--- src/design/dlxPkg.sv ---
`default_nettype none

// Shared types and constants for the DLX next-PC stage
package dlxPkg;

	// Machine word, used for PC, instruction, register and address values
	typedef logic [31:0] wordT;

	// Instruction field layout
	localparam int opcodeLsb = 26; // Opcode sits in instr[31:26]
	localparam int opcodeWidth = 6;
	localparam int nameWidth = 26; // J-type name field, instr[25:0]
	localparam int immWidth = 16; // I-type immediate, instr[15:0]

	// Opcodes of the five control transfers handled here
	typedef enum logic [opcodeWidth-1:0] {
		opJ = 6'h02, // PC = PC + 4 + sext(name)
		opJal = 6'h03, // Same target, r31 = PC + 8
		opBeqz = 6'h04, // Taken when rs1 is zero
		opBnez = 6'h05, // Taken when rs1 is not zero
		opJr = 6'h12 // PC = rs1
	} opcodeT;

	// Decoded transfer class, handed from the decoder to the PC register stage
	typedef enum logic [2:0] {
		xferNone, // Plain fall-through
		xferJump, // j
		xferJumpLink, // jal, also writes the link register
		xferReg, // jr
		xferBranch // beqz or bnez
	} xferKindT;

	// PC after reset
	localparam wordT resetPc = 32'h0000_0000;

	// Address step between sequential instructions
	localparam wordT pcStep = 32'd4;

	// Link register written by jal with PC + 8
	localparam logic [4:0] linkReg = 5'd31;

endpackage

`default_nettype wire

--- src/design/branchCondition.sv ---
`default_nettype none

// Transfer class decode and taken decision
// The only block that looks at opcode conditions
module branchCondition (
	input dlxPkg::wordT instr, // Fetched instruction word
	input dlxPkg::wordT rs1Val, // Value of rs1 for the zero test
	output dlxPkg::xferKindT kind, // Decoded transfer class
	output logic taken // Transfer happens
);

	import dlxPkg::*;

	opcodeT opcode;
	logic rs1Zero; // rs1 reads as zero
	logic branchOnZero; // beqz sense, bnez when low

	assign opcode = opcodeT'(instr[opcodeLsb +: opcodeWidth]);

	// Full-word compare against zero
	assign rs1Zero = (rs1Val == '0);

	// Opcode to class
	always_comb begin
		branchOnZero = 1'b0;
		unique case (opcode)
			opJ: begin
				kind = xferJump;
			end
			opJal: begin
				kind = xferJumpLink;
			end
			opJr: begin
				kind = xferReg;
			end
			opBeqz: begin
				kind = xferBranch;
				branchOnZero = 1'b1;
			end
			opBnez: begin
				kind = xferBranch; // branchOnZero stays low
			end
			default: begin
				kind = xferNone;
			end
		endcase
	end

	// Taken decision per class
	always_comb begin
		unique case (kind)
			xferJump, xferJumpLink, xferReg: begin
				taken = 1'b1; // Unconditional
			end
			xferBranch: begin
				// Zero for beqz, nonzero for bnez
				taken = branchOnZero ? rs1Zero : !rs1Zero;
			end
			default: begin
				taken = 1'b0;
			end
		endcase
	end

endmodule

`default_nettype wire

--- src/design/branchTarget.sv ---
`default_nettype none

// Target address generation for j, jal, jr, beqz and bnez
// Pure combinational, no knowledge of whether the transfer is taken
module branchTarget (
	input dlxPkg::wordT pc, // Address of the current instruction
	input dlxPkg::wordT instr, // Fetched instruction word
	input dlxPkg::wordT rs1Val, // Value of rs1, used by jr
	output dlxPkg::wordT targetPc, // Address if the transfer is taken
	output dlxPkg::wordT fallPc, // PC + 4
	output dlxPkg::wordT linkVal // PC + 8, destined for r31
);

	import dlxPkg::*;

	opcodeT opcode; // Opcode field, typed for the case below
	logic [nameWidth-1:0] nameField; // Raw J-type offset
	logic [immWidth-1:0] immField; // Raw I-type offset
	wordT nameExt; // Sign-extended name
	wordT immExt; // Sign-extended immediate
	wordT nameTarget; // Target of j and jal
	wordT immTarget; // Target of beqz and bnez

	// Field extraction
	assign opcode = opcodeT'(instr[opcodeLsb +: opcodeWidth]);
	assign nameField = instr[nameWidth-1:0];
	assign immField = instr[immWidth-1:0];

	// Replicate the sign bit up to a full word
	assign nameExt = {{(32 - nameWidth){nameField[nameWidth-1]}}, nameField};
	assign immExt = {{(32 - immWidth){immField[immWidth-1]}}, immField};

	// Sequential addresses
	assign fallPc = pc + pcStep;
	assign linkVal = fallPc + pcStep; // Return address skips the delay slot position

	// Both offset adders work from PC + 4, as in DLX
	assign nameTarget = fallPc + nameExt;
	assign immTarget = fallPc + immExt;

	// Pick the target by opcode class
	always_comb begin
		unique case (opcode)
			opJr: begin
				targetPc = rs1Val; // Register indirect, taken as is, even unaligned
			end
			opJ, opJal: begin
				targetPc = nameTarget;
			end
			opBeqz, opBnez: begin
				targetPc = immTarget; // Only used if the condition holds
			end
			default: begin
				targetPc = fallPc; // No transfer
			end
		endcase
	end

endmodule

`default_nettype wire

--- src/design/dlxBranchStage.sv ---
`default_nettype none

// Next-PC stage of the DLX pipeline
// Target generation and condition decode run side by side,
// nextPcSelect merges them and owns the PC
module dlxBranchStage (
	input logic clk,
	input logic rstN, // Async, active low
	input dlxPkg::wordT instr, // Instruction fetched at pc
	input dlxPkg::wordT rs1Val, // Register rs1 of that instruction
	input logic instrValid, // instr and rs1Val are valid
	input logic stall, // Hold off acceptance
	output dlxPkg::wordT pc, // Fetch address
	output logic redirect, // Control flow changed
	output logic linkWe, // r31 write strobe
	output dlxPkg::wordT linkData // r31 write data
);

	import dlxPkg::*;

	wordT targetPc; // Taken address
	wordT fallPc; // Sequential address
	wordT linkVal; // Return address
	xferKindT kind; // Transfer class
	logic taken; // Transfer decision

	// Address side, works from the registered pc
	branchTarget branchTarget_inst (
		.pc(pc),
		.instr(instr),
		.rs1Val(rs1Val),
		.targetPc(targetPc),
		.fallPc(fallPc),
		.linkVal(linkVal)
	);

	// Decision side
	branchCondition branchCondition_inst (
		.instr(instr),
		.rs1Val(rs1Val),
		.kind(kind),
		.taken(taken)
	);

	// Merge and register
	nextPcSelect nextPcSelect_inst (
		.clk(clk),
		.rstN(rstN),
		.instrValid(instrValid),
		.stall(stall),
		.targetPc(targetPc),
		.fallPc(fallPc),
		.linkVal(linkVal),
		.kind(kind),
		.taken(taken),
		.pc(pc),
		.redirect(redirect),
		.linkWe(linkWe),
		.linkData(linkData)
	);

endmodule

`default_nettype wire

--- src/design/nextPcSelect.sv ---
`default_nettype none

// PC register and result registers of the stage
// Loads the next PC on an accepting edge, holds under stall or idle
module nextPcSelect (
	input logic clk,
	input logic rstN, // Async, active low
	input logic instrValid, // Instruction is presented
	input logic stall, // Back-pressure, nothing is consumed
	input dlxPkg::wordT targetPc, // Taken address
	input dlxPkg::wordT fallPc, // PC + 4
	input dlxPkg::wordT linkVal, // PC + 8
	input dlxPkg::xferKindT kind, // Transfer class from the decoder
	input logic taken, // Transfer decision from the decoder
	output dlxPkg::wordT pc, // Current PC
	output logic redirect, // Last accepted instruction changed flow
	output logic linkWe, // Write linkData to r31 this cycle
	output dlxPkg::wordT linkData // Return address for r31
);

	import dlxPkg::*;

	logic accept; // Instruction consumed on this edge
	logic isLink; // Accepted instruction is jal
	wordT nextPc; // Address loaded into pc on accept

	// Handshake
	assign accept = instrValid && !stall;

	// Class check only, the condition itself was settled upstream
	assign isLink = (kind == xferJumpLink);

	// Taken picks the target, otherwise fall through
	assign nextPc = taken ? targetPc : fallPc;

	// PC register
	always_ff @(posedge clk or negedge rstN) begin
		if (!rstN) begin
			pc <= resetPc;
		end else if (accept) begin
			pc <= nextPc;
		end
	end

	// One-cycle flags, low whenever nothing was accepted
	always_ff @(posedge clk or negedge rstN) begin
		if (!rstN) begin
			redirect <= 1'b0;
			linkWe <= 1'b0;
		end else if (accept) begin
			redirect <= taken;
			linkWe <= isLink; // Pulse for the accepting cycle only
		end else begin
			redirect <= 1'b0;
			linkWe <= 1'b0;
		end
	end

	// Link payload, keeps the last written value between jal instructions
	always_ff @(posedge clk) begin
		if (accept && isLink) begin
			linkData <= linkVal;
		end
	end

endmodule

`default_nettype wire

--- config.mk ---
export PLATFORM = sky130hd
export DESIGN_NAME = dlxBranchStage
export DESIGN_NICKNAME = d
export VERILOG_FILES = /design/src/design/dlxPkg.sv /design/src/design/branchCondition.sv /design/src/design/branchTarget.sv /design/src/design/dlxBranchStage.sv /design/src/design/nextPcSelect.sv
export SDC_FILE = /design/constraint.sdc
export NUM_CORES = 1
export LEC_CHECK = 0
export BUFFER_PORTS_ARGS = -buffer_cell sky130_fd_sc_hd__buf_2
export CORE_MARGIN = 2
export CORE_UTILIZATION = 55
export DETAILED_ROUTE_END_ITERATION = 7
export PLACE_DENSITY = 0.86
export SLEW_MARGIN = 25
export SYNTH_ARGS = -nofsm -noshare
export SYNTH_HDL_FRONTEND = slang
export SYNTH_SLANG_ARGS = --single-unit
--- constraint.sdc ---
create_clock -name clk -period 12.4 [get_ports clk]
set_input_delay 0.62 -clock clk [delete_from_list [all_inputs] [get_ports clk]]
set_output_delay 0.62 -clock clk [all_outputs]
set_load 0.02 [all_outputs]
# After elaboration in Yosys (flattened, before gate mapping)
# Index checks and enable logic that the tools add are counted.
dict set report op_classes {
  n_addsub 4
  n_mul 0
  n_div 0
  n_lt_le_gt_ge 0
  n_eq_ne 9
  n_shift 0
  mux 8
  bitwise 0
  reduce_logical 8
}
# operator count
set ops {}
lappend ops {{$pmux 32 s3} 1}
lappend ops {{$add 32x3->32 const B} 2}
lappend ops {{$add 32x32->32} 2}
lappend ops {{$logic_not 32->1} 1}
lappend ops {{$mux 32} 1}
lappend ops {{$eq 6x2->1 const B} 2}
lappend ops {{$eq 6x3->1 const B} 2}
lappend ops {{$pmux 3 s4} 1}
lappend ops {{$eq 3x2->1 const B} 2}
lappend ops {{$eq 6x5->1 const B} 1}
lappend ops {{$mux 1} 4}
lappend ops {{$reduce_or 2->1} 2}
lappend ops {{$eq 3x1->1 const B} 1}
lappend ops {{$eq 3x3->1 const B} 1}
lappend ops {{$reduce_or 3->1} 1}
lappend ops {{$logic_and 1x1->1} 2}
lappend ops {{$logic_not 1->1} 2}
lappend ops {{$pmux 1 s2} 1}
dict set report word_totals {
  regBits 66
  latch_bits 0
  ramBits 0
  rom_bits 0
  input_bits 68
  output_inout_bits 66
  elab_cells 33
  memories 0
}

# Logic depth before layout (Yosys ltp)
dict set report depth {
  word_depth 7
  depth_mapped 20
  mapped_depth_nobuf 18
}

# Cells and area by module
# A second synthesis with hierarchy kept.
dict set report hier_totals {
  cells_unflattened 702
  hier_area_um2 6695.2
}
# module instances cells_each area_each_um2 seq_area_each_um2
set modules_own_cells {}
lappend modules_own_cells {branchTarget 1 539 3668.5 0.0}
lappend modules_own_cells {nextPcSelect 1 142 2871.5 1811.7}
lappend modules_own_cells {branchCondition 1 21 155.1 0.0}

# Least setup slack after synthesis
# Ideal clock, no wire load.
dict set report synth_path {
  kind {reg-to-reg}
  startpoint {reg nextPcSelect_inst.pc[4]}
  endpoint {reg nextPcSelect_inst.pc[31]}
  setup_time_ns 0.074
  arrival_time_ns 4.050
  required_time_ns 12.326
  path_slack_ns 8.276
  path_stages_with_launch 19
  n_path_buf 3
  period_less_slack_ns 4.124
  path_cell_list {dfrtp_1 buf_4 and3_1 buf_6 and3_1 xnor2_1 inv_1 ha_1 clkbuf_1 inv_1 or4_1 o21ai_1 a221o_1 a31o_2 a31o_4 nand4_4 or4_1 a211o_1 o21ai_2}
}
dict set report synth_between {
  elab_chain_len 4
  word_cells_on_any_way 5
  classes_between {add/sub: 3; mux: 2}
}
# item line_no
set synth_rtl {}
lappend synth_rtl {{start: declaration} nextPcSelect.sv:15} ;# output dlxPkg::wordT pc,
lappend synth_rtl {{start signal: assignment} nextPcSelect.sv:39} ;# pc <= resetPc;
lappend synth_rtl {{start signal: assignment} nextPcSelect.sv:41} ;# pc <= nextPc;
lappend synth_rtl {{$add 32x3->32 (*)} branchTarget.sv:34} ;# assign fallPc = pc + pcStep;
lappend synth_rtl {{$add 32x32->32 (on tied branches)} {branchTarget.sv:39, branchTarget.sv:38}}
lappend synth_rtl {{$pmux 32 s3} branchTarget.sv:43} ;# unique case (opcode)
lappend synth_rtl {{$mux 32 (*)} nextPcSelect.sv:34} ;# assign nextPc = taken ? targetPc : fallPc;
# Every way passes the cells marked *; elsewhere a longest branch is shown, timed or not.
# A chain may end at the register's enable or synchronous reset.

# Worst setup path in the final report
dict set report layout_path {
  startpoint {reg nextPcSelect_inst.pc[2]}
  endpoint {reg nextPcSelect_inst.pc[27]}
}
# Same word-level chain as after synthesis.

==> results by group <==
Status
  – Status: finished, final reports clean

Place
  – Placed Cells: 944
  – Placement Setup Slack: 8020 ps
  – Final HPWL DP: 13500 µm
  – I/O Buffers: 133
  – GP Congestion: ~0.99

Timing
  – Worst-Margin Slew: 953 ps
  – Setup ws final: 7910 ps
  – Fin Setup TNS: 0 ps
  – WHS: 364 ps
  – Final Cycle Share: 0.362
  – Fin. max-slew vios: 0
  – RSZ-0062 raised after global routing: false
  – Max Clock Skew: a little under 10 ps
  – Tmin final: 4490 ps
  – Fmax: roughly 0.22 GHz
  – Rel. slew slack: 0.360
  – Final Setup Violations: 0
  – Final hold violation count: 0

Yosys
  – Mapped Area: between 6000 and 7000 µm²
  – Async set-or-reset flop fraction in the synthesized netlist: 0.515
  – Synth Instances: 707
  – Seq cells post-synth: 66
  – Warnings, synthesis: 0
  – Syn Nets: roughly 800
  – Netlist cell types: 76
  – Mean Syn Cell Area: 8.56 µm²
  – Sequential share of the synthesized area: 0.299
  – Ys flop type: dfrtp_1
  – EDFF count, synth: 32

Setup path
  – CP endpoint kind: flop
  – Startpoint class of the critical path: flop
  – WS Path Type: reg2reg
  – Max FO, Critical Path: 11
  – Critical Path RT: ~13000 ps
  – Arr. time, crit path: around 4700 ps
  – R2r worst-path depth: 15

CTS
  – TritonCTS Buffers: 9
  – Clock buffer depth: 2
  – Clock sinks: 66
  – Clock Latency Late Sink: between 300 and 400 ps
  – CTS root buf: clkbuf_8
  – H-tree levels: 3
  – Reg clk slew, reported paths: roughly 70 ps
  – Cts hold-fix bufs: 0
  – Setup Fix Bufs, Post-CTS: 0
  – Post-CTS sizing: 0
  – CTS tree: done

Cells and area
  – NumNets Final: 920
  – Commonest non-fill, non-tap cell in the layout: buf_2
  – Fill count: 943
  – Layout cells sized above 1: 0.215
  – Most frequent cells in the layout: 133 x buf_2, 55 x a21oi_1, 54 x xnor2_1
  – Final Util: 0.643
  – Antenna diode count: 0
  – Finished Layout Cells: 960
  – Layout-stage area growth over the synthesis result: 14.6%

Floorplanning
  – Die Y: 109 µm
  – # IOs: 134
  – Starting density of the core: 0.561
  – FP Rows: 38
  – Die area: 11900 µm²
  – Die X-Extent: approximately 110 µm
  – Core area: 10800 µm²

Power
  – Maximum VDD drop: ~0.000073 V
  – P per Cell Area: 152 nW/µm²
  – Lkg Pwr: roughly 3.0 nW

Routing
  – Drt first-iter violations: between 600 and 700
  – Drt pass-1 iters: 6
  – Post-DR vias/cell: 6.32
  – DRC viols: 0
  – Wire length per cell: between 15 and 20 µm
  – DRT Wirelength: 17600 µm
  – Routed vias: 6070
  – Remaining antenna violation count: 0

Global routing
  – Gr ovfl total: 0
  – Vias in the first global route: around 5400
  – Initial antenna violation count: 0
  – GRT Resource Usage Total: 0.301
  – Maximum number of pins on one net before global-route repair: 55
  – Global-route wire length before repair: 27800 µm

Worst hold path
  – Hold Path Class: in2async

Run
  – Max_cap viols: 0
## through the flow
stage / instance area, µm² / power (mW)
after floorplan: 6050 / 0.724
after global placement: 6750 / 0.851
after detailed placement: 6750 / 0.862
after CTS: 6930 / 1.04
after global routing: 6940 / 1.12
final: 6940 / 1.05
## logic make-up after synthesis
logic type      count (synthesis)  share of synthesized area
compound gates                213                      0.237
xor+xnor                       82                      0.122
fa+ha+maj                      37                     0.0777
buf+inv                        76                     0.0529
flops                          66                      0.299
mux                             1                    0.00165
simple gates                  232                      0.210
## cell type report
type | instances | area [µm²] | share of cell area
multi-input combinational | 565 | 3930 | 0.567
sequential | 66 | 1810 | 0.261
timing repair buffer | 138 | 703 | 0.101
tap | 140 | 175 | 0.0253
inverter | 35 | 131 | 0.0189
clock buffer | 10 | 128 | 0.0184
clock inverter | 6 | 57.6 | 0.00830
## power breakdown
part / switching (mW) / internal [mW]
clock: 0.0835 / 0.0911
combinational: 0.336 / 0.217
sequential: 0.0600 / 0.266
total: 0.479 / 0.574
## state kept, by name, summed over array words and instances (netlist names)
| signal | flops |
|---|---|
| nextPcSelect_inst.pc | 32 |
| nextPcSelect_inst.redirect | 1 |
| nextPcSelect_inst.linkWe | 1 |
| nextPcSelect_inst.linkData | 32 |
## critical path, stage by stage (launching register included)
cell,delay (ps)
dfrtp_1,550
ha_1,360
nand2_1,150
nor2_2,330
and3_1,220
xor2_1,350
ha_1,380
nand3_1,130
nor2_1,50
a221o_1,360
a31o_2,300
a31o_4,270
a41oi_1,430
o21ai_0,180
xnor2_1,200
o22ai_1,100
## routing by layer
layer / vias up / track usage / routed length [µm]
li1: 2852 / - / -
met2: 396 / 0.429 / 7450
met5: - / 0 / 0
met3: 43 / 0.0616 / 2070
met4: 0 / 0.113 / 461
met1: 2779 / 0.446 / 7650
## final timing paths
kind / start / endpoint / slack (ps)
worst max register to register: nextPcSelect_inst.pc[2] / nextPcSelect_inst.pc[27] / 7910
worst max-delay path: nextPcSelect_inst.pc[2] / nextPcSelect_inst.pc[27] / 7910
max in group asynchronous: rstN / nextPcSelect_inst.pc[1] / 11480
worst min-delay path: rstN / nextPcSelect_inst.linkWe / 360
worst min register to register: nextPcSelect_inst.pc[0] / nextPcSelect_inst.linkData[0] / 510
min in group clk: nextPcSelect_inst.pc[0] / nextPcSelect_inst.linkData[0] / 510
## cells in the mapped netlist, drive strengths merged, types with 4 or more instances
library cell	count	area (µm²)
or4	7	60.1
a211o	4	35.0
a211oi	6	45.0
xnor2	55	489
o21ai	39	199
nand2	52	195
a21o	20	158
o22ai	11	68.8
and3	15	98.8
ha	36	450
o21bai	5	37.5
o221ai	4	35.0
buf	13	83.8
a31oi	9	56.3
a21oi	55	275
inv	35	131
nor2	49	186
a221oi	18	158
a22oi	7	52.6
and2	6	37.5
and4	6	55.1
clkbuf	28	105
nor4	13	81.3
nor3b	6	55.1
a311oi	5	43.8
edfxtp	32	961
nand3	21	110
o211ai	5	42.5
nor2b	4	25.0
nand4	17	121
nand2b	7	43.8
nor3	17	100
xor2	26	228
dfrtp	34	851
No activity file was read; power rests on OpenSTA's default activity.
